### src/bus_pkg.sv
// ================================================
// afpga bus and console RAM definitions
// Widths, the image window address and the
// arbiter requester order
// ================================================
package bus_pkg;

	localparam int AFPGA_ADDR_W = 23;
	localparam int AFPGA_DATA_W = 8;
	localparam int RAM_ADDR_W   = 12;

	// RAM byte 0 appears here on the bus
	localparam logic [AFPGA_ADDR_W-1:0] IMAGE_BASE = 23'h00_1000;

	typedef logic [AFPGA_ADDR_W-1:0] afpga_addr_t;
	typedef logic [AFPGA_DATA_W-1:0] afpga_data_t;
	typedef logic [RAM_ADDR_W-1:0]   ram_addr_t;

	// Lower index wins
	localparam int REQ_SEQ  = 0;
	localparam int REQ_SCAN = 1;
	localparam int NUM_REQ  = 2;

endpackage

### src/console_pkg.sv
// ================================================
// Console scan definitions
// Descriptor field positions, block geometry, the
// status code and the sequencer state encoding.
// Referenced by scoped name from the sequencer, the
// scanner and the testbench
// ================================================
package console_pkg;

	// Descriptor layout
	localparam int PAR_W    = 64;
	localparam int LEN_LSB  = 0;
	localparam int LEN_MSB  = 15;
	localparam int BASE_LSB = 32;
	localparam int BASE_MSB = 47;

	// Base word moves by one block per scan
	localparam int BLOCK_BYTES      = 8;
	localparam int IN_HEADER_BLOCKS = 16;

	// Status byte posted when the input phase ends
	localparam int STATUS_ADDR    = 0;
	localparam int STATUS_IN_DONE = 3;

	// One-hot sequencer states
	typedef enum logic [7:0] {
		ST_IDLE     = 8'b0000_0001,
		ST_IN_CHK   = 8'b0000_0010,
		ST_IN_SCAN  = 8'b0000_0100,
		ST_STAT     = 8'b0000_1000,
		ST_OUT_CHK  = 8'b0001_0000,
		ST_OUT_SCAN = 8'b0010_0000,
		ST_VAR_CHK  = 8'b0100_0000,
		ST_VAR_SCAN = 8'b1000_0000
	} seq_state_t;

endpackage

### src/block_scanner.sv
// ================================================
// Block scanner
// Copies one 8-byte block from the console RAM to
// the afpga image window, one bus request per byte.
// Pulses done after the last byte is granted
// ================================================
`timescale 1ns/1ps

module block_scanner
(
	input  logic                 clk,
	input  logic                 rst,
	input  logic                 i_start_scan,
	input  bus_pkg::ram_addr_t   i_base_addr,
	input  bus_pkg::afpga_data_t i_ram_rdata,
	input  logic                 i_bus_gnt,
	output bus_pkg::ram_addr_t   o_ram_addr,
	output logic                 o_bus_req,
	output bus_pkg::afpga_addr_t o_bus_addr,
	output bus_pkg::afpga_data_t o_bus_wdata,
	output logic                 o_done_scan
);

	localparam int CNT_W = $clog2(console_pkg::BLOCK_BYTES);

	logic             busy;
	logic [CNT_W-1:0] byte_cnt;
	logic             last_byte;
	logic             gnt_taken;

	assign last_byte = (byte_cnt == CNT_W'(console_pkg::BLOCK_BYTES - 1));
	assign gnt_taken = busy & o_bus_req & i_bus_gnt;

	// RAM address is held while requesting, so read data stays put
	assign o_bus_wdata = i_ram_rdata;

	// ================================================
	// Control
	// ================================================
	// busy with no request is the read cycle of a byte
	always_ff @(posedge clk)
	begin
		if (rst)
		begin
			busy        <= 1'b0;
			byte_cnt    <= '0;
			o_bus_req   <= 1'b0;
			o_done_scan <= 1'b0;
		end
		else
		begin
			o_done_scan <= 1'b0;
			if (!busy)
			begin
				if (i_start_scan)
				begin
					busy     <= 1'b1;
					byte_cnt <= '0;
				end
			end
			else if (!o_bus_req)
				o_bus_req <= 1'b1;
			else if (i_bus_gnt)
			begin
				o_bus_req <= 1'b0;
				if (last_byte)
				begin
					busy        <= 1'b0;
					o_done_scan <= 1'b1;
				end
				else
					byte_cnt <= byte_cnt + CNT_W'(1);
			end
		end
	end

	// Read address and bus address
	always_ff @(posedge clk)
	begin
		if (!busy && i_start_scan)
			o_ram_addr <= i_base_addr;
		else if (gnt_taken)
			o_ram_addr <= o_ram_addr + bus_pkg::ram_addr_t'(1);
		// Image window mirrors RAM byte for byte
		if (busy && !o_bus_req)
			o_bus_addr <= bus_pkg::IMAGE_BASE + bus_pkg::afpga_addr_t'(o_ram_addr);
	end

endmodule

### config.mk
export PLATFORM = sky130hd
export DESIGN_NAME = block_scanner
export DESIGN_NICKNAME = d
export VERILOG_FILES = /design/src/bus_pkg.sv /design/src/console_pkg.sv /design/src/block_scanner.sv
export SDC_FILE = /design/constraint.sdc
export NUM_CORES = 1
export LEC_CHECK = 0
export ABC_AREA = 1
export BUFFER_PORTS_ARGS = -buffer_cell sky130_fd_sc_hd__buf_2
export CORE_ASPECT_RATIO = 1.2
export CORE_MARGIN = 4
export CORE_UTILIZATION = 48
export CTS_BUF_LIST = sky130_fd_sc_hd__clkbuf_2 sky130_fd_sc_hd__clkbuf_4 sky130_fd_sc_hd__clkbuf_8
export DETAILED_ROUTE_END_ITERATION = 10
export HOLD_SLACK_MARGIN = 0.1
export PLACE_DENSITY_LB_ADDON = 0.2
export SYNTH_ARGS = -nofsm -noshare
export SYNTH_HDL_FRONTEND = slang
export SYNTH_SLANG_ARGS = --single-unit
export TNS_END_PERCENT = 30
### constraint.sdc
create_clock -name clk -period 1.5 [get_ports clk]
set_clock_uncertainty 0.05 [all_clocks]
set_input_delay 0.075 -clock clk [delete_from_list [all_inputs] [get_ports clk]]
set_output_delay 0.075 -clock clk [all_outputs]
set_load 0.02 [all_outputs]
==> key figures <==
Outcome
  – Status: finished clean

Floorplanning
  – Die area: 4120 um^2
  – Die H: a little under 70 um
  – IO Pins: 69
  – FP Rows: 22
  – Die X-Extent: between 50 and 60 um
  – Starting density of the core: a little under 50%
  – Core area: between 3000 and 4000 um^2

CTS
  – Reg clk slew, reported paths: 0.09 ns
  – CTS max path bufs: 2
  – CTS tree: done
  – Root Buffer: clkbuf_4
  – Clock sinks: 30
  – Postcts setup bufs: 0
  – Total CTS buffers: 5
  – Post-CTS Resized: 0
  – Worst-Skew Late Latency: 0.32 ns
  – H-tree levels: 2

Logic synthesis
  – Seq/Total Area, Yosys: between 50% and 60%
  – Top post-synthesis cells by area: edfxtp_1 (48%), nand2_1 (10%), buf_4 (9.9%)
  – Post-synth top area share: a little under half
  – Netlist cell types: 22
  – Yosys reg bits: 30
  – Mapped Area: around 1500 um^2
  – Mean Syn Cell Area: ~9.6 um^2
  – Largest area contributor in the netlist: edfxtp_1
  – Ys Warns: 0
  – Syn Inst Count: 158

Finish
  – Finished Core Util: between 60 and 70%
  – Layout cells sized above 1: 29.6%
  – Finished Layout Cells: 252
  – Area grow syn2layout: 25.8%
  – # diodes: 0
  – Nets: between 200 and 250

Setup path
  – WS Path Type: reg2reg
  – Worst EP arrival: 1.43 ns
  – Worst setup EP type: flop
  – Worst Setup Start Kind: flop
  – Crit-path max FO: 6
  – Reg2reg start: o_ram_addr[1]$_DFFE_PP_
  – Worst setup path startpoint: o_ram_addr[1]$_DFFE_PP_
  – Critical path data required time: approximately 1.5 ns

Route
  – Wire length per cell: 12.7 um
  – Iteration-0 DRC Markers: 31
  – Final WL: between 3000 and 4000 um
  – Vias: between 1000 and 1500
  – Routed Antenna Nets: 0
  – Pre-Repair DR Iteration Count: 4
  – DR vias/cell: between 4 and 5
  – DRC viols: 0

Power
  – Leak: about 0.9 nW
  – Gate power share: 20.2%
  – VDD IR max: 0.801 mV
  – Cell internal pwr: between 1 and 1.5 mW
  – Flop pwr share: between 50% and 60%
  – Switching fraction of total power: about 30%
  – Switching pwr: roughly 550 uW
  – Pwr dens: 975 nW/um^2
  – Clk pwr share: around 25%

Job
  – Maximum capacitance violations: 0

Place
  – Worst slack, placed: between 0.1 and 0.15 ns
  – Post-Place Cells: 230
  – I/O Buffers: slightly above 40
  – Routability Congestion: approximately 0.76
  – DP Wirelength: between 2000 and 2500 um

Global route
  – Initial antenna violation count: 0
  – Vias in the first global route: between 1000 and 1500
  – Pin count of the biggest net entering global routing: 17
  – Global route total overflow: 0
  – First-pass GRT wire length: between 5000 and 6000 um
  – GRT Util Overall: between 10% and 20%

Min path
  – Min-delay src: i_ram_rdata[1]
  – Worst Hold Class: in2out

Timing
  – Highest Clock Rate: between 0.7 and 0.8 GHz
  – Setup WS post-layout: ~0.10 ns
  – Final Cycle Share: 93.2%
  – RSZ-0062 raised after global routing: no
  – Setup Viol. Count Final: 0
  – Max-slew violation count: 0
  – Hold Fails Final Rpt: 0
  – Setup tns final: 0 ns
  – Final min period: 1.40 ns
  – WHS: 0.100 ns
-- routing by layer --
| metal | global-route usage, % | up-vias | share of wire [%] |
|---|---|---|---|
| met5 | 0 | - | 0 |
| met4 | 8.82 | 0 | 2.9 |
| met3 | 5.59 | 10 | 8.1 |
| met2 | 29.3 | 52 | 53 |
| met1 | 16.7 | 549 | 36 |
| li1 | - | 608 | - |
-- stage by stage --
stage | cell area (um^2) | power (mW)
5_1_grt | 1900 | 1.95
3_5_place_dp | 1710 | 1.39
2_1_floorplan | 1550 | 1.30
6_report | 1900 | 1.86
4_1_cts | 1900 | 1.87
3_3_place_gp | 1710 | 1.37
-- registers in the layout, indices dropped and copies added, names as in the netlist --
register	count
byte_cnt	3
o_ram_addr	12
o_bus_addr	12
o_bus_req	1
busy	1
o_done_scan	1
-- layout by cell type, fill, tap and decap left out, types with 3 or more instances in the layout --
cell | netlist | layout
dlygate4sd3_1 | 0 | 14
buf_4 | 20 | 6
edfxtp_1 | 24 | 24
xor2_1 | 3 | 3
inv_1 | 9 | 9
conb_1 | 2 | 11
o21ai_1 | 4 | 4
nand2_1 | 42 | 42
clkbuf_4 | 0 | 6
nand3_1 | 16 | 16
nor2_1 | 8 | 8
buf_2 | 1 | 41
o21ai_0 | 4 | 4
dfxtp_1 | 6 | 6
a21oi_1 | 4 | 4
-- cell type report --
cell class	count	area (um^2)
tap	36	45.0
clock inverter	2	8.76
clock buffer	6	45.0
multi-input combinational	105	513
sequential	30	841
timing repair buffer	62	410
fill	258	1150
inverter	11	41.3
-- worst max-delay path: stages (launching register included) --
cell      delay, ns
edfxtp_1       0.41
ha_2           0.21
nand2_1        0.10
nor2_2         0.07
or2_1          0.20
nand3_1        0.06
nand2_1        0.05
-- cells in the mapped netlist --
master and n:
nand2_1 42, edfxtp_1 24, buf_4 20, nand3_1 16, inv_1 9, nor2_1 8
dfxtp_1 6, a21oi_1 4, o21ai_0 4, o21ai_1 4, ha_1 3, xor2_1 3
conb_1 2, inv_2 2, nand4_1 2, nor2_2 2, nor2_4 2, a21o_1 1
buf_2 1, nand2_2 1, nand3_2 1, or2_1 1
-- kinds of logic after synthesis --
| logic type | after synthesis | share of synthesized area, % |
|---|---|---|
| buf+inv | 32 | 13.0 |
| fa+ha+maj | 3 | 2.48 |
| simple gates | 75 | 22.3 |
| other cells | 2 | 0.496 |
| flops | 30 | 55.5 |
| xor+xnor | 3 | 1.74 |
| compound gates | 13 | 4.46 |
-- power groups by stage --
stage / combinational, mW / clock (mW) / sequential (mW)
global placement: 0.337 / 0 / 1.04
floorplan: 0.196 / 0 / 1.11
global route: 0.412 / 0.510 / 1.03
CTS: 0.374 / 0.472 / 1.02
detailed placement: 0.345 / 0 / 1.04
finish: 0.375 / 0.461 / 1.02
-- worst paths after layout --
check,to,slack (ns),cells after the start
setup / recovery,o_ram_addr[6]$_DFFE_PP_,0.10,6
setup reg to reg,o_ram_addr[6]$_DFFE_PP_,0.10,6
hold / removal,o_bus_wdata[1],0.10,0
hold reg to reg,byte_cnt[1]$_SDFFE_PP0P_,0.43,2
-- what timing repair did --
action / 4_1_cts / 5_1_grt
endpoints found under the hold margin: 18 / 0
hold buffers: 14 / 0
setup endpoints to repair: 0 / 0
Power figures use the tool's default switching activity.
