[config.mk]
export PLATFORM = sky130hd
export DESIGN_NAME = bus_arbiter
export DESIGN_NICKNAME = d
export VERILOG_FILES = /design/src/bus_pkg.sv /design/src/bus_arbiter.sv
export SDC_FILE = /design/constraint.sdc
export NUM_CORES = 1
export LEC_CHECK = 0
export BUFFER_PORTS_ARGS = -buffer_cell sky130_fd_sc_hd__buf_2
export CAP_MARGIN = 20
export CORE_MARGIN = 5
export CORE_UTILIZATION = 35
export CTS_CLUSTER_SIZE = 14
export DETAILED_ROUTE_END_ITERATION = 7
export GPL_TIMING_DRIVEN = 0
export MAX_ROUTING_LAYER = met4
export PLACE_DENSITY = 0.72
export SLEW_MARGIN = 20
export SYNTH_ARGS = -nofsm -noshare
export SYNTH_HDL_FRONTEND = slang
export SYNTH_SLANG_ARGS = --single-unit
[constraint.sdc]
create_clock -name clk -period 1.5 [get_ports clk]
set_clock_uncertainty 0.15 [all_clocks]
set_input_delay 0.15 -clock clk [delete_from_list [all_inputs] [get_ports clk]]
set_output_delay 0.15 -clock clk [all_outputs]
set_load 0.03 [all_outputs]
[src/bus_pkg.sv]
// ================================================
// afpga bus and console RAM definitions
// Widths, the image window address and the
// arbiter requester order
// ================================================
package bus_pkg;

	localparam int AFPGA_ADDR_W = 23;
	localparam int AFPGA_DATA_W = 8;
	localparam int RAM_ADDR_W   = 12;

	// RAM byte 0 appears here on the bus
	localparam logic [AFPGA_ADDR_W-1:0] IMAGE_BASE = 23'h00_1000;

	typedef logic [AFPGA_ADDR_W-1:0] afpga_addr_t;
	typedef logic [AFPGA_DATA_W-1:0] afpga_data_t;
	typedef logic [RAM_ADDR_W-1:0]   ram_addr_t;

	// Lower index wins
	localparam int REQ_SEQ  = 0;
	localparam int REQ_SCAN = 1;
	localparam int NUM_REQ  = 2;

endpackage

[src/bus_arbiter.sv]
// ================================================
// afpga write arbiter
// Fixed priority with the lowest index first.
// Grant is combinational and the winning write is
// registered onto the bus as a one-cycle strobe
// ================================================
`timescale 1ns/1ps

module bus_arbiter
(
	input  logic                                         clk,
	input  logic                                         rst,
	input  logic                 [bus_pkg::NUM_REQ-1:0]  i_req,
	input  bus_pkg::afpga_addr_t [bus_pkg::NUM_REQ-1:0]  i_addr,
	input  bus_pkg::afpga_data_t [bus_pkg::NUM_REQ-1:0]  i_wdata,
	output logic                 [bus_pkg::NUM_REQ-1:0]  o_gnt,
	output logic                                         o_afpga_wren,
	output bus_pkg::afpga_addr_t                         o_afpga_addr,
	output bus_pkg::afpga_data_t                         o_afpga_wdata
);

	// Sequencer beats scanner
	always_comb
	begin
		o_gnt = '0;
		if (i_req[bus_pkg::REQ_SEQ])
			o_gnt[bus_pkg::REQ_SEQ] = 1'b1;
		else if (i_req[bus_pkg::REQ_SCAN])
			o_gnt[bus_pkg::REQ_SCAN] = 1'b1;
	end

	// Write strobe
	always_ff @(posedge clk)
	begin
		if (rst)
			o_afpga_wren <= 1'b0;
		else
			o_afpga_wren <= |o_gnt;
	end

	// Winning payload
	always_ff @(posedge clk)
	begin
		if (o_gnt[bus_pkg::REQ_SEQ])
		begin
			o_afpga_addr  <= i_addr[bus_pkg::REQ_SEQ];
			o_afpga_wdata <= i_wdata[bus_pkg::REQ_SEQ];
		end
		else if (o_gnt[bus_pkg::REQ_SCAN])
		begin
			o_afpga_addr  <= i_addr[bus_pkg::REQ_SCAN];
			o_afpga_wdata <= i_wdata[bus_pkg::REQ_SCAN];
		end
	end

endmodule

==> results of run 1 <==
## sequential cells by signal, indices dropped and copies added (netlist names)
signal / cells
o_afpga_addr: 23
o_afpga_wdata: 8
o_afpga_wren: 1
## per-stage QoR
stage,setup slack [ps],power [W],hold slack [ps],std cells
after floorplan,94.45,0.001502,126.4,71
after global routing,158.6,0.002437,4.372,229
after global placement,-66.00,0.001685,229.1,219
after CTS,211.9,0.002367,11.75,229
final,226.3,0.002336,23.65,229
after detailed placement,-88.15,0.001701,245.6,219
## power breakdown
part / internal (W) / switching, W / leakage (nW) / total, W
combinational: 0.000240 / 0.000324 / 0.677 / 0.000564
clock: 0.000374 / 0.000285 / 0.0455 / 0.000659
sequential: 0.00109 / 0.0000212 / 0.324 / 0.00111
## worst min path at each step
stage	to	depth (start not counted)	slack, ps	start
after floorplan	o_afpga_wren	1	130	i_req[1]
after global placement	o_afpga_wren	2	230	i_req[1]
after detailed placement	o_afpga_wren	2	250	i_req[1]
after CTS	o_afpga_addr[20]	2	10	i_addr[43]
after global routing	o_afpga_addr[18]	2	4	i_addr[18]
final	o_afpga_addr[18]	2	20	i_addr[18]
## cells by family after synthesis
kind of cell	after synthesis	synth area share (%)
buffers and inverters	5	4.929
and+or+nand+nor	2	0.8360
DFF	32	63.49
muxes	31	30.08
AOI/OAI and AO/OA	1	0.6684
## layout make-up
cell class | instances | area (sq um)
Clock buffer | 8 | 90.09
Sequential cell | 32 | 950.9
Fill cell | 360 | 1926
Timing Repair Buffer | 100 | 510.5
Tap cell | 50 | 62.56
Multi-Input combinational cell | 34 | 473.0
Buffer | 5 | 73.82
## layout by cell type (no fill, tap or decap)
| master | instances |
|---|---|
| sky130_fd_sc_hd__o21ba_2 | 1 |
| sky130_fd_sc_hd__dlygate4sd3_1 | 2 |
| sky130_fd_sc_hd__buf_8 | 1 |
| sky130_fd_sc_hd__buf_2 | 98 |
| sky130_fd_sc_hd__edfxtp_1 | 31 |
| sky130_fd_sc_hd__clkbuf_8 | 6 |
| sky130_fd_sc_hd__dfxtp_1 | 1 |
| sky130_fd_sc_hd__nor2b_1 | 1 |
| sky130_fd_sc_hd__mux2_2 | 4 |
| sky130_fd_sc_hd__buf_6 | 1 |
| sky130_fd_sc_hd__buf_4 | 1 |
| sky130_fd_sc_hd__clkbuf_1 | 2 |
| sky130_fd_sc_hd__or2_2 | 1 |
| sky130_fd_sc_hd__mux2_4 | 27 |
| sky130_fd_sc_hd__buf_12 | 2 |
## routing by layer
| metal | track usage [%] | vias to the layer above | part of all wire [%] |
|---|---|---|---|
| met3 | 6.332 | 5 | 13 |
| met1 | 12.44 | 467 | 33 |
| li1 | - | 485 | - |
| met5 | - | - | 0 |
| met4 | 4.660 | 0 | 1.0 |
| met2 | 22.05 | 64 | 53 |
## timing repair
item / 4_1_cts / 5_1_grt
setup endpoints to repair: 0 / 0
hold buffers: 2 / 0
hold endpoints to repair: 1 / 0
==> impl.org, run 1 <==
** Status
- Result of the run :: finished clean

** Final layout
- In the final layout, the share of cells above drive strength 1 is 79.33%.
- Net total in the final layout :: 244
- Once layout is done, the placed cells without fillers occupy 2161 sq um.
- Relative area change from synthesis to final layout :: 44.28%
- # diodes :: 0
- Final core utilization :: 52.88%

** CTS
- Clock tree from TritonCTS :: built
- The H-tree was split into 2 levels.
- Post-CTS setup repair buffer count :: 0
- Gates resized during post-CTS repair numbered 0.
- The clock passes through at most 2 buffers.
- After clock tree synthesis, the clock-pin slew on the worst setup and hold paths is 60 ps.
- Cell at the root of the clock tree :: sky130_fd_sc_hd__clkbuf_8
- Num CTS Buffers :: 5
- Number of clock sinks :: 32

** Setup path
- Data on the critical path is required at its endpoint by 1250 ps.
- Data arrival at the endpoint of the critical path :: 1030 ps
- Critical Path Max Stage Delay :: 590 ps
- Series of cell instances along the critical path :: buf_6 > buf_8 > or2_2
- Critical path destination :: o_afpga_addr[7]
- Startpoint of the most critical setup path :: i_req[0]
- Category of the critical setup timing path :: primary input to flip-flop
- The critical path contains buffers and inverters numbering 2 combined.
- Total number of cells along the worst setup path :: 3
- The cell family contributing the most delay on the critical path is simple AND/OR/NAND/NOR gates.
- In this run the worst path has a maximum fanout of 31.
- Type of element capturing the critical path :: flip-flop
- Cell with the largest stage delay on the worst path :: sky130_fd_sc_hd__or2_2
- The worst setup path is launched from a primary input.

** Drt
- Count of antenna-violating nets left after detailed routing :: 0
- In the routed design, unresolved DRC markers number 0.
- Detailed routing inserted a total of 1021 vias.
- Initial DRC count :: 37
- Post-DR wirelength/cell :: 15.07 um
- Routed wire length :: 3451 um
- Average vias per placed instance :: 4.459
- For this run, the detailed router's first-pass iteration total came to 4.

** STA
- Setup TNS after final layout :: 0 ps
- Tightest Pin Transition :: 713.7 ps
- Share of the clock period used by the worst path after layout :: 84.92%
- Total setup violations reported at the end of the flow :: 0
- FMAX :: 785.1 MHz
- Number of max-slew violations in the final report :: 0
- Setup repair after global routing left no endpoint under its margin.
- The worst path in the final design needs a cycle of 1274 ps, including I/O delays and setup.
- Final hold viol count :: 0
- Measured against its own limit, the worst slew margin works out to 52.42%.

** Floorplan
- Area of the core :: 4086 sq um
- The die is 75.42 um tall.
- The floorplan step defined a die boundary enclosing 5687 sq um.
- The floorplan step set the die width to 75.42 um.
- 100 I/O pins were placed.
- Initial core utilization :: 36.65%
- After floorplanning, the core was divided into 23 placement rows.

** GRT
- Entering global routing, the biggest net connects 32 pins.
- Final global-route overflow total :: 0
- Via count of the first global-routing pass :: 1172
- Overall global routing resource usage :: 12.83%
- The number of antenna violations at the first check in global routing is 0.
- Wire length of the first global-routing pass :: 5175 um

** Power and ir drop
- Across the VDD grid, the largest voltage drop is 0.7517 mV.
- Leakage power of the design :: 1.047 nW
- Power density normalized to cell area :: 1081 nW/um^2

** Yosys
- Main synth FF type :: sky130_fd_sc_hd__edfxtp_1
- Summing every instance area after synthesis gives 1498 sq um.
- When the netlist entered floorplanning its net count stood at 137.
- By count the netlist is led by sky130_fd_sc_hd__edfxtp_1 (31), sky130_fd_sc_hd__mux2_4 (27), sky130_fd_sc_hd__mux2_2 (4).
- Synth top area cells :: sky130_fd_sc_hd__edfxtp_1 (62%), sky130_fd_sc_hd__mux2_4 (27%), sky130_fd_sc_hd__mux2_2 (3.0%)
- Summing the sequential cell areas from Yosys gives 63.49% of the chip area.
- In the post-synthesis netlist, the cell with the most instances is sky130_fd_sc_hd__edfxtp_1.
- Synth cell types :: 11
- After synthesis the netlist holds a flip-flop and latch count of 32.
- sky130_fd_sc_hd__edfxtp_1 takes more of the synthesized area than any other cell.
- Fraction of registers with async set or reset after synthesis :: 0%
- Counting flops with a built-in enable in the synthesized netlist gives 31.
- Count of mapped cells out of synthesis :: 71
- Mean Syn Cell Area :: 21.09 sq um
- The synthesized design devotes to its leading area cell type 62.16% of total area.
- Synth warnings :: 0

** Placement
- Detailed placement ended at an HPWL of 2849 um.
- Final weighted congestion in routability-driven placement :: 0.6899
- Port buffering added 98 buffers.
- After detailed placement, the total cell area comes to 2051 sq um.

** Worst hold path
- The worst hold path belongs to the class primary input to flip-flop.

** Job
- Count of max-cap constraint violations :: 0
(Power assumes the default switching activity.)
==> run 2: changes to the inputs <==
==> constraint.sdc (replaced) <==
create_clock -name clk -period 1.07 [get_ports clk]
set_clock_uncertainty 0.15 [all_clocks]
set_input_delay 0.107 -clock clk [delete_from_list [all_inputs] [get_ports clk]]
set_output_delay 0.107 -clock clk [all_outputs]
set_load 0.03 [all_outputs]
==> run 2 against run 1 <==
- the flow now finishes with violations (hold timing, setup timing)
- utilization is 5.5 points higher
- sequential power is 44% higher
- sequential share of layout area is 4.2 points lower
- sequential cell count stayed put
- power is 57% higher
- die area stayed put
- count of clock-buffer cells in the layout is 2 lower
- highest routed layer unchanged
- first-iteration DRC count is 16% lower
- largest power group unchanged
- clock power is 68% higher
- routed wire length is 0.72% higher
- worst hold slack worse by 46 ps
- critical endpoint is now o_afpga_addr[12]
==> impl.org, run 2 (synthesis results as in run 1) <==
** Placement
- Detailed Place HPWL :: 2749 um (-3.5%)
- Worst slack at placement :: -225.7 ps (-137.6 ps)
- Number of buffers added on ports :: 98 (unchanged)
- The placer's final routability congestion estimate came to 0.7503 (+8.8%).

** Final layout
- In the final layout, the registers with the most flip-flops are o_afpga_addr x23, o_afpga_wdata x8, o_afpga_wren x1.
- # diodes :: 0 (unchanged)
- o_afpga_addr holds more flip-flops than any other register.
- Number of flip-flops under the largest register name :: 23 (unchanged)
- Fraction of layout cells with a size suffix above 1 :: 79.89% (+0.56 points)
- Most frequent cells in the layout :: sky130_fd_sc_hd__buf_2 (66), sky130_fd_sc_hd__edfxtp_1 (31), sky130_fd_sc_hd__buf_6 (31)
- Net total in the final layout :: 244 (unchanged)
- The library cell used most frequently in the layout, excluding fill and tap cells, is sky130_fd_sc_hd__buf_2.
- Relative to the synthesized area, the layout overhead comes to 59.32%.

** Status
- Result of the run :: finished with violations
- Violations in the final reports :: hold timing, setup timing

** GRT
- Largest net degree at the start of global routing :: 32 (unchanged)
- Overall global routing resource usage :: 13.36% (+0.53 points)
- The first-pass GRT wire length came to 5257 um (+1.6%).
- The number of antenna violations at the first check in global routing is 0 (unchanged).
- The number of global-route vias before repair is 1171 (-0.085%).
- The sum of overflow across all layers after global routing is 0 (unchanged).

** Drt
- DRC Markers :: 0 (unchanged)
- Routed met2 length :: 1787 um (-1.5%)
- The via density per instance is 4.528 (+1.6%).
- The number of nets with antenna violations after routing came to 0 (unchanged).
- The final wirelength came to 3476 um (+0.72%).
- WL met3 :: 423 um (-8.2%)
- Via Count :: 1037 (+1.6%)
- The wire length the detailed router placed on met1 came to 1208 um (+6.2%).
- The routed length per placed instance was 15.18 um (+0.72%).
- The detailed router's first-iteration violation count is 31 (-16%).
- The total iterations of the first detailed-routing run came to 4 (unchanged).
- The highest layer touched by signal routing is met4.

** CTS
- The number of sinks driven by the clock tree came to 32 (unchanged).
- Cell at the root of the clock tree :: sky130_fd_sc_hd__clkbuf_8
- Post-CTS setup repair buffer count :: 0 (unchanged)
- Max Buffers Root-to-Sink :: 2 (unchanged)
- Number of levels in the clock H-tree :: 2 (unchanged)
- The number of hold buffers added after cts was 2 (unchanged).
- The clock transition at the registers of the reported paths is 70 ps (about the same).
- Num CTS Buffers :: 5 (unchanged)
- TritonCTS built the clock tree.

** Setup path
- The required time of the critical path was 810 ps (-440 ps).
- Series of cell instances along the critical path :: buf_6
- Kind of cell adding the most delay to the critical path :: flip-flops
- Crit path max fanout :: 1 (-97%)
- The setup path with the least slack is of type flip-flop to primary output.
- The count of buffering cells on the critical path with inverters included was 1 (-1).
- Cell with the largest stage delay on the worst path :: sky130_fd_sc_hd__edfxtp_1
- The data arrival time of the critical path is 840 ps (-190 ps).
- STA classifies the critical path endpoint as a primary output.
- The delay of the slowest cell on the worst path was 400 ps (-190 ps).
- Startpoint types :: flip-flop

** Power and ir drop
- The leakage power of the design came to 1.127 nW (+7.7%).
- Worst vdd rail ir drop :: 0.8777 mV (+17%)
- Power density normalized to cell area :: 1533 nW/um^2 (+42%)

** Job
- The number of max-cap violations came to 0 (unchanged).

** Floorplan
- The number of cell rows is 23 (unchanged).
- The die area is 5687 sq um (unchanged).
- Initial core utilization :: 36.65% (unchanged)
- The die span in x came to 75.42 um (unchanged).
- The die extent in y is 75.42 um (unchanged).
- The area of the core region was 4086 sq um (unchanged).
- Boundary pin count :: 100 (unchanged)

** Worst hold path
- Hold/Removal Path Class :: primary input to flip-flop

** STA
- The final worst setup slack came to -22.73 ps (-249.0 ps).
- Share of the clock period used by the worst path after layout :: 102.1%
- Unrepaired setup endpoints after global routing :: yes
- Total setup violations reported at the end of the flow :: 9 (+9)
- The worst relative slew slack is 71.64% (+19 points).
- Counting I/O delays and the setup requirement, the final critical path takes 1093 ps.
- The max-slew violation count is 0 (unchanged).
- The actual slew at the worst max-slew pin came to 425.4 ps (-288.3 ps).
- The worst hold slack came to -22.60 ps (-46.25 ps).
- FMAX :: 915.1 MHz
- The summed negative setup slack over all endpoints is -106.3 ps (-106.3 ps).
- The hold violation total from the final report is 31 (+31).
-- run 2: timing repair --
| action | 4_1_cts | 5_1_grt |
|---|---|---|
| gates cloned | 0 | 0 |
| endpoints found under the hold margin | 32 | 31 |
| setup endpoints to repair | 31 | 32 |
| pin swaps | 0 | 0 |
| resized for setup | 62 | 2 |
-- run 2: final cells by class --
cell class / instances / area (sq um)
well taps: 50 / 62.56
clock buffers: 6 / 72.57
clock inverters: 2 / 35.03
plain buffers: 5 / 82.58
fillers: 320 / 1700
repair buffers: 100 / 706.9
multi-input cells: 34 / 475.5
flip-flops and latches: 32 / 950.9
-- run 2: stage by stage --
step                      util (%)  power (W)  cell area, sq um  cells
after floorplan                  -   0.002111              1509     71
after global placement       50.46   0.002368              2062    219
after detailed placement     50.46   0.002388              2062    219
after CTS                    58.33   0.003706              2384    229
after global routing         58.39   0.003810              2386    229
final                        58.39   0.003657              2386    229
-- run 2: worst paths after layout --
check,cells past startpoint,from,slack [ps],endpoint
max,1,o_afpga_addr[12],-20,o_afpga_addr[12]
min,2,i_addr[17],-20,o_afpga_addr[17]
-- run 2: power breakdown --
part | internal, W | switching [W] | total [W]
clock network | 0.000690 | 0.000420 | 0.00111
logic | 0.000493 | 0.000457 | 0.000950
registers | 0.00154 | 0.0000621 | 0.00160
total | 0.00272 | 0.000939 | 0.00366
-- run 2: layer usage --
layer,track usage [%],vias to the layer above
met5,-,-
met4,9.126,0
met2,20.71,67
met1,13.48,478
met3,5.937,6
li1,-,486
