--- config.mk ---
export PLATFORM = sky130hd
export DESIGN_NAME = console_sequencer
export DESIGN_NICKNAME = d
export VERILOG_FILES = /design/src/bus_pkg.sv /design/src/console_pkg.sv /design/src/console_sequencer.sv
export SDC_FILE = /design/constraint.sdc
export NUM_CORES = 1
export LEC_CHECK = 0
export BUFFER_PORTS_ARGS = -buffer_cell sky130_fd_sc_hd__buf_4
export CAP_MARGIN = 20
export CELL_PAD_IN_SITES_DETAIL_PLACEMENT = 0
export CELL_PAD_IN_SITES_GLOBAL_PLACEMENT = 1
export CORE_MARGIN = 5
export CORE_UTILIZATION = 30
export DETAILED_ROUTE_END_ITERATION = 16
export PLACE_DENSITY_LB_ADDON = 0.1
export SETUP_SLACK_MARGIN = 0.05
export SYNTH_ARGS = -nofsm -noshare
export SYNTH_HDL_FRONTEND = slang
export SYNTH_SLANG_ARGS = --single-unit
--- constraint.sdc ---
create_clock -name clk -period 4.7 [get_ports clk]
set_input_delay 0.94 -clock clk [delete_from_list [all_inputs] [get_ports clk]]
set_output_delay 0.94 -clock clk [all_outputs]
set_load 0.05 [all_outputs]
--- src/bus_pkg.sv ---
// ================================================
// afpga bus and console RAM definitions
// Widths, the image window address and the
// arbiter requester order
// ================================================
package bus_pkg;

	localparam int AFPGA_ADDR_W = 23;
	localparam int AFPGA_DATA_W = 8;
	localparam int RAM_ADDR_W   = 12;

	// RAM byte 0 appears here on the bus
	localparam logic [AFPGA_ADDR_W-1:0] IMAGE_BASE = 23'h00_1000;

	typedef logic [AFPGA_ADDR_W-1:0] afpga_addr_t;
	typedef logic [AFPGA_DATA_W-1:0] afpga_data_t;
	typedef logic [RAM_ADDR_W-1:0]   ram_addr_t;

	// Lower index wins
	localparam int REQ_SEQ  = 0;
	localparam int REQ_SCAN = 1;
	localparam int NUM_REQ  = 2;

endpackage

--- src/console_pkg.sv ---
// ================================================
// Console scan definitions
// Descriptor field positions, block geometry, the
// status code and the sequencer state encoding.
// Referenced by scoped name from the sequencer, the
// scanner and the testbench
// ================================================
package console_pkg;

	// Descriptor layout
	localparam int PAR_W    = 64;
	localparam int LEN_LSB  = 0;
	localparam int LEN_MSB  = 15;
	localparam int BASE_LSB = 32;
	localparam int BASE_MSB = 47;

	// Base word moves by one block per scan
	localparam int BLOCK_BYTES      = 8;
	localparam int IN_HEADER_BLOCKS = 16;

	// Status byte posted when the input phase ends
	localparam int STATUS_ADDR    = 0;
	localparam int STATUS_IN_DONE = 3;

	// One-hot sequencer states
	typedef enum logic [7:0] {
		ST_IDLE     = 8'b0000_0001,
		ST_IN_CHK   = 8'b0000_0010,
		ST_IN_SCAN  = 8'b0000_0100,
		ST_STAT     = 8'b0000_1000,
		ST_OUT_CHK  = 8'b0001_0000,
		ST_OUT_SCAN = 8'b0010_0000,
		ST_VAR_CHK  = 8'b0100_0000,
		ST_VAR_SCAN = 8'b1000_0000
	} seq_state_t;

endpackage

--- src/console_sequencer.sv ---
// ================================================
// Console phase sequencer
// Latches descriptors on i_ini_ok, then on enable
// rising edges runs the input phase (plus status
// write) or the output and variable phases, one
// block scan at a time
// ================================================
`timescale 1ns/1ps

module console_sequencer
(
	input  logic                                   clk,
	input  logic                                   rst,
	input  logic                                   i_con_in_en,
	input  logic                                   i_con_out_en,
	input  logic                                   i_ini_ok,
	input  logic [console_pkg::PAR_W-1:0]          i_con_in_par,
	input  logic [console_pkg::PAR_W-1:0]          i_con_out_par,
	input  logic [console_pkg::PAR_W-1:0]          i_con_var_par,
	input  logic                                   i_done_scan,
	input  logic                                   i_stat_gnt,
	output logic                                   o_start_scan,
	output bus_pkg::ram_addr_t                     o_base_addr,
	output logic                                   o_stat_req,
	output bus_pkg::afpga_addr_t                   o_stat_addr,
	output bus_pkg::afpga_data_t                   o_stat_wdata
);

	// ================================================
	// Descriptor fields and counters
	// ================================================
	logic [console_pkg::LEN_MSB-console_pkg::LEN_LSB:0]   len_in, len_out, len_var;
	logic [console_pkg::BASE_MSB-console_pkg::BASE_LSB:0] ba_in, ba_out, ba_var;

	// One bit wider than a length so length plus header never wraps
	logic [16:0]               blk_cnt;
	logic [16:0]               in_blocks;
	console_pkg::seq_state_t   state;

	logic in_en_d1, in_en_d2;
	logic out_en_d1, out_en_d2;
	logic in_en_pos, out_en_pos;

	// Status write is fixed
	assign o_stat_addr  = bus_pkg::afpga_addr_t'(console_pkg::STATUS_ADDR);
	assign o_stat_wdata = bus_pkg::afpga_data_t'(console_pkg::STATUS_IN_DONE);

	// Input phase keeps the header blocks on top of its length
	assign in_blocks = {1'b0, len_in} + 17'(console_pkg::IN_HEADER_BLOCKS);

	// Descriptor latch
	always_ff @(posedge clk)
	begin
		if (rst)
		begin
			len_in  <= '0;
			len_out <= '0;
			len_var <= '0;
			ba_in   <= '0;
			ba_out  <= '0;
			ba_var  <= '0;
		end
		else if (i_ini_ok)
		begin
			len_in  <= i_con_in_par[console_pkg::LEN_MSB:console_pkg::LEN_LSB];
			len_out <= i_con_out_par[console_pkg::LEN_MSB:console_pkg::LEN_LSB];
			len_var <= i_con_var_par[console_pkg::LEN_MSB:console_pkg::LEN_LSB];
			ba_in   <= i_con_in_par[console_pkg::BASE_MSB:console_pkg::BASE_LSB];
			ba_out  <= i_con_out_par[console_pkg::BASE_MSB:console_pkg::BASE_LSB];
			ba_var  <= i_con_var_par[console_pkg::BASE_MSB:console_pkg::BASE_LSB];
		end
	end

	// Two-flop edge detect on both enables
	always_ff @(posedge clk)
	begin
		if (rst)
		begin
			in_en_d1  <= 1'b0;
			in_en_d2  <= 1'b0;
			out_en_d1 <= 1'b0;
			out_en_d2 <= 1'b0;
		end
		else
		begin
			in_en_d1  <= i_con_in_en;
			in_en_d2  <= in_en_d1;
			out_en_d1 <= i_con_out_en;
			out_en_d2 <= out_en_d1;
		end
	end

	assign in_en_pos  = in_en_d1 & ~in_en_d2;
	assign out_en_pos = out_en_d1 & ~out_en_d2;

	// ================================================
	// Phase FSM
	// ================================================
	always_ff @(posedge clk)
	begin
		if (rst)
		begin
			state        <= console_pkg::ST_IDLE;
			o_start_scan <= 1'b0;
			o_stat_req   <= 1'b0;
			o_base_addr  <= '0;
			blk_cnt      <= '0;
		end
		else
		begin
			// Start is a single-cycle strobe
			o_start_scan <= 1'b0;
			case (state)
				console_pkg::ST_IDLE:
				begin
					if (in_en_pos)
					begin
						state       <= console_pkg::ST_IN_CHK;
						o_base_addr <= ba_in[15 -: bus_pkg::RAM_ADDR_W];
						blk_cnt     <= '0;
					end
				end
				console_pkg::ST_IN_CHK:
				begin
					// Dropping the enable ends the phase early
					if (i_con_in_en && blk_cnt < in_blocks)
					begin
						o_start_scan <= 1'b1;
						state        <= console_pkg::ST_IN_SCAN;
					end
					else
					begin
						o_stat_req <= 1'b1;
						state      <= console_pkg::ST_STAT;
					end
				end
				console_pkg::ST_IN_SCAN:
				begin
					if (i_done_scan)
					begin
						o_base_addr <= o_base_addr + bus_pkg::ram_addr_t'(console_pkg::BLOCK_BYTES);
						blk_cnt     <= blk_cnt + 17'd1;
						state       <= console_pkg::ST_IN_CHK;
					end
				end
				console_pkg::ST_STAT:
				begin
					// Hold status request until granted, then wait for output enable
					if (o_stat_req)
					begin
						if (i_stat_gnt)
							o_stat_req <= 1'b0;
					end
					else if (out_en_pos)
					begin
						state       <= console_pkg::ST_OUT_CHK;
						o_base_addr <= ba_out[15 -: bus_pkg::RAM_ADDR_W];
						blk_cnt     <= '0;
					end
				end
				console_pkg::ST_OUT_CHK:
				begin
					if (!i_con_out_en)
						state <= console_pkg::ST_IDLE;
					else if (blk_cnt < {1'b0, len_out})
					begin
						o_start_scan <= 1'b1;
						state        <= console_pkg::ST_OUT_SCAN;
					end
					else
					begin
						state       <= console_pkg::ST_VAR_CHK;
						o_base_addr <= ba_var[15 -: bus_pkg::RAM_ADDR_W];
						blk_cnt     <= '0;
					end
				end
				console_pkg::ST_OUT_SCAN:
				begin
					if (i_done_scan)
					begin
						o_base_addr <= o_base_addr + bus_pkg::ram_addr_t'(console_pkg::BLOCK_BYTES);
						blk_cnt     <= blk_cnt + 17'd1;
						state       <= console_pkg::ST_OUT_CHK;
					end
				end
				console_pkg::ST_VAR_CHK:
				begin
					if (i_con_out_en && blk_cnt < {1'b0, len_var})
					begin
						o_start_scan <= 1'b1;
						state        <= console_pkg::ST_VAR_SCAN;
					end
					else
						state <= console_pkg::ST_IDLE;
				end
				console_pkg::ST_VAR_SCAN:
				begin
					if (i_done_scan)
					begin
						o_base_addr <= o_base_addr + bus_pkg::ram_addr_t'(console_pkg::BLOCK_BYTES);
						blk_cnt     <= blk_cnt + 17'd1;
						state       <= console_pkg::ST_VAR_CHK;
					end
				end
				default:
					state <= console_pkg::ST_IDLE;
			endcase
		end
	end

endmodule

==> results.rst <==
.. list-table::
   :header-rows: 1

   * - Metric
     - Value
   * - Worst slack at placement
     - 1.58 ns
   * - Sink count of the clock tree
     - approximately 130
   * - Synth warn
     - 0
   * - Cell total after placement
     - 1,174
   * - DIE AREA
     - 26,500 um^2
   * - IO buf count
     - around 100
   * - Antenna viol nets, final
     - 0
   * - Power density relative to cell area
     - about 400 nW/um^2
   * - First-pass GRT wire length
     - 31.7 mm
   * - Status
     - completed
   * - Maximum count of clock buffers along a single path
     - 2
   * - Final hold violation count
     - 0
   * - Logic depth of the worst setup path including buffers
     - 8
   * - Register-to-register setup slack
     - 1.57 ns
   * - Most common library cells after synthesis
     - 127 x sky130_fd_sc_hd__dfxtp_1, 109 x sky130_fd_sc_hd__nor2_1, 86 x sky130_fd_sc_hd__mux2i_1, 50 x sky130_fd_sc_hd__ha_1, 41 x sky130_fd_sc_hd__nand2_1
   * - Source of the worst register-to-register timing path
     - blk_cnt[12]
   * - Final period demand of the worst path
     - ~3.1 ns
   * - Library cell with the largest summed area after synthesis
     - sky130_fd_sc_hd__dfxtp_1
   * - Via count of the routed design
     - 5,784
   * - Worst setup EP type
     - register
   * - Fin cells
     - 1,207
   * - Mean routed wirelength per cell
     - 16.1 um
   * - Critical Path, Cell by Cell
     - ha_1 -> a21oi_1 -> o21ai_0 -> a2111oi_0 -> a21oi_1 -> o21ai_2 -> nor2_4 -> a311oi_1
   * - Horizontal die dimension
     - around 160 um
   * - Final weighted congestion of routability-driven global placement
     - about 0.84
   * - RSZ-0062 raised after global routing
     - false
   * - Fraction of the yosys area taken by sequential cells
     - a little over a third
   * - Hold Buf Count CTS
     - 0
   * - DRT Wirelength
     - ~19 mm
   * - Synthesized netlist cell count
     - 794
   * - Detail-routed via count per cell
     - 4.79
   * - Buffers and inverters on the worst path
     - 0
   * - Clock latency at the later pin of the worst-skew pair
     - 0.43 ns
   * - Crit-path max cell delay
     - 0.68 ns
   * - Async SR Flop Fraction
     - 0%
   * - Critical path launch point
     - blk_cnt[12]
   * - Post-cts sizing count
     - 0
   * - Io pins
     - 244
   * - CP Data Required Time
     - 5.03 ns
   * - Final Hold Slack
     - about 0.46 ns
   * - Ys flop type
     - sky130_fd_sc_hd__dfxtp_1
   * - Cell family with most CP delay
     - compound AO/OA/AOI/OAI gates
   * - Reg2reg end
     - blk_cnt[13]
   * - Post-route cell area
     - around 8500 um^2
   * - Post-detailed-placement cell area
     - 7900 um^2
   * - First DRT Iteration DRCs
     - 289
   * - DRC errors left
     - 0
   * - Global Route Usage Sum
     - about 15%
   * - Count of final max-slew check failures
     - 0
   * - Layout Skew
     - approximately 0.012 ns
   * - HPWL after detailed placement
     - 14.4 mm
   * - Period utilisation layout
     - about two thirds
   * - Crit-path slowest cell
     - sky130_fd_sc_hd__o21ai_2
   * - Share of the synthesized area in the top cell type
     - 36.3%
   * - Cell count of the worst reg-to-reg path
     - 8
   * - Mean Syn Cell Area
     - approximately 8.8 um^2
   * - Overall overflow remaining after global route
     - 0
   * - Max Clock Freq
     - around 320 MHz
   * - Synthesized flop and latch total
     - ~130
   * - Number of unique standard cell types used by synthesis
     - 65
   * - Area Overhead vs Synth
     - 21.7%
   * - Worst slew margin relative to its limit
     - 40.9%
   * - Most area-consuming cells after synthesis
     - sky130_fd_sc_hd__dfxtp_1 36%, sky130_fd_sc_hd__mux2i_1 12%, sky130_fd_sc_hd__ha_1 8.9%, sky130_fd_sc_hd__nor2_1 5.8%, sky130_fd_sc_hd__buf_4 3.5%
   * - Largest fanout on the critical path
     - 18
   * - Number of max-cap violations
     - 0
   * - First-pass DRT Iterations
     - 4
   * - TritonCTS Buffers
     - 17
   * - Die H
     - between 150 and 200 um
   * - Worst VDD drop
     - 0.180 mV
   * - Type of the worst setup path
     - reg2reg
   * - Least-Margin Pin Slew
     - approximately 0.89 ns
   * - Antenna violations before repair
     - 0
   * - Ratio of cells with drive above 1 in the final layout
     - 17.2%
   * - Fin Setup TNS
     - 0 ns
   * - Placeable Area
     - 22,800 um^2
   * - Critical Path Start Type
     - register
   * - Worst setup path end
     - blk_cnt[13]
   * - Cell with the most instances after synthesis
     - sky130_fd_sc_hd__dfxtp_1
   * - Setup slack of the critical path after layout
     - 1.57 ns
   * - Final antenna diode count
     - 0
   * - Clock tree from TritonCTS
     - built
   * - Num rows
     - 55
   * - Post-synthesis cell area
     - 7000 um^2
   * - Number of inserted filler cells in the final layout
     - 2,327
   * - EDFF count, synth
     - 0
   * - Hold WC Path Type
     - reg2reg
   * - Vias in the first global route
     - a little over 6,000
   * - H-tree Lvls
     - 4
   * - Total number of nets in the final design
     - 1,130
   * - Maximum number of pins on one net before global-route repair
     - 83
   * - Cell repeated most along the worst path
     - sky130_fd_sc_hd__a21oi_1
   * - Arrival @ worst endpoint
     - 3.46 ns
   * - CTS root buf
     - sky130_fd_sc_hd__clkbuf_16
   * - Setup Viol. Count Final
     - 0
   * - Leakage power figure
     - 0.00377 uW
   * - Starting utilization of the core area
     - 30.7%
   * - Clock transition at the registers of the reported paths
     - 0.06 ns
   * - Post-CTS repair timing setup buffer count
     - 0
## stage by stage
stage / total power [uW] / util [%]
CTS: 3380 / 37.3
finish: 3340 / 37.4
global placement: 2040 / 34.7
global route: 3510 / 37.4
detailed placement: 2040 / 34.7
floorplan: 1830 / -
## cell type report
type                       count  area [um^2]  area share, %
sequential                   127         2540           29.9
tap                          313          392           4.60
timing repair buffer         112          861           10.1
multi-input combinational    584         3990           46.8
clock inverter                15          163           1.91
inverter                      39          146           1.72
clock buffer                  17          425           5.00
## cells by family after synthesis
kind of cell               Yosys count  share of synthesized area (%)
and+or+nand+nor                    256                           17.8
other                                2                          0.107
AOI/OAI and AO/OA                  142                           13.9
adders and majority gates           50                           8.94
DFF                                127                           36.3
buffers and inverters              112                           8.28
muxes                               86                           12.3
xor gates and xnor gates            19                           2.38
## power by group
part / total (uW) / switching (uW) / internal (uW)
clock network: 1320 / 537 / 786
logic: 777 / 508 / 269
registers: 1240 / 82.0 / 1160
total: 3340 / 1130 / 2220
## per-layer routing
| metal | track usage [%] | part of all wire (%) | up-vias |
|---|---|---|---|
| li1 | - | - | 2931 |
| met1 | 20.2 | 50 | 2698 |
| met2 | 23.6 | 44 | 134 |
| met3 | 3.70 | 4.9 | 21 |
| met4 | 4.08 | 1.2 | 0 |
| met5 | 0 | 0 | - |
## worst min-delay path: cells and delay by family, from the launching register on
family	cells	cell delay [ns]
buffers and inverters	1	0.07
DFF	1	0.29
and+or+nand+nor	1	0.05
## worst min-delay path by stage
stage                          from         to  slack [ns]  cells after the start
after floorplan           out_en_d1  out_en_d2        0.42                      2
after global placement    out_en_d1  out_en_d2        0.44                      2
after detailed placement  out_en_d1  out_en_d2        0.46                      2
after CTS                 out_en_d1  out_en_d2        0.46                      2
after global routing      out_en_d1  out_en_d2        0.50                      2
final                     out_en_d1  out_en_d2        0.46                      2
## flip-flops by register name (all words and copies together) (netlist names), 8 cells and up
name         flops
blk_cnt         17
len_in          16
len_out         16
len_var         16
ba_in           12
ba_out          12
ba_var          12
o_base_addr     12
state            8
## layout by cell type (no fill, tap or decap), types with 5 or more instances in the layout
cell and instances:
sky130_fd_sc_hd__a21oi_1 39, sky130_fd_sc_hd__o21a_1 5, sky130_fd_sc_hd__dfxtp_1 127, sky130_fd_sc_hd__nand4_1 9, sky130_fd_sc_hd__nand3_1 20, sky130_fd_sc_hd__clkinv_4 5, sky130_fd_sc_hd__a21o_1 5, sky130_fd_sc_hd__ha_1 50
sky130_fd_sc_hd__nor3_1 18, sky130_fd_sc_hd__and3_1 14, sky130_fd_sc_hd__xor2_1 16, sky130_fd_sc_hd__conb_1 31, sky130_fd_sc_hd__nand2_1 41, sky130_fd_sc_hd__inv_1 38, sky130_fd_sc_hd__a22oi_1 9, sky130_fd_sc_hd__a311oi_1 9
sky130_fd_sc_hd__nor2b_1 11, sky130_fd_sc_hd__o221ai_1 7, sky130_fd_sc_hd__buf_4 111, sky130_fd_sc_hd__a31oi_1 5, sky130_fd_sc_hd__a211oi_1 9, sky130_fd_sc_hd__mux2i_1 86, sky130_fd_sc_hd__nor2_1 109, sky130_fd_sc_hd__o21ai_0 22
sky130_fd_sc_hd__clkbuf_16 17, sky130_fd_sc_hd__and2_1 7
Power figures use the tool's default switching activity.
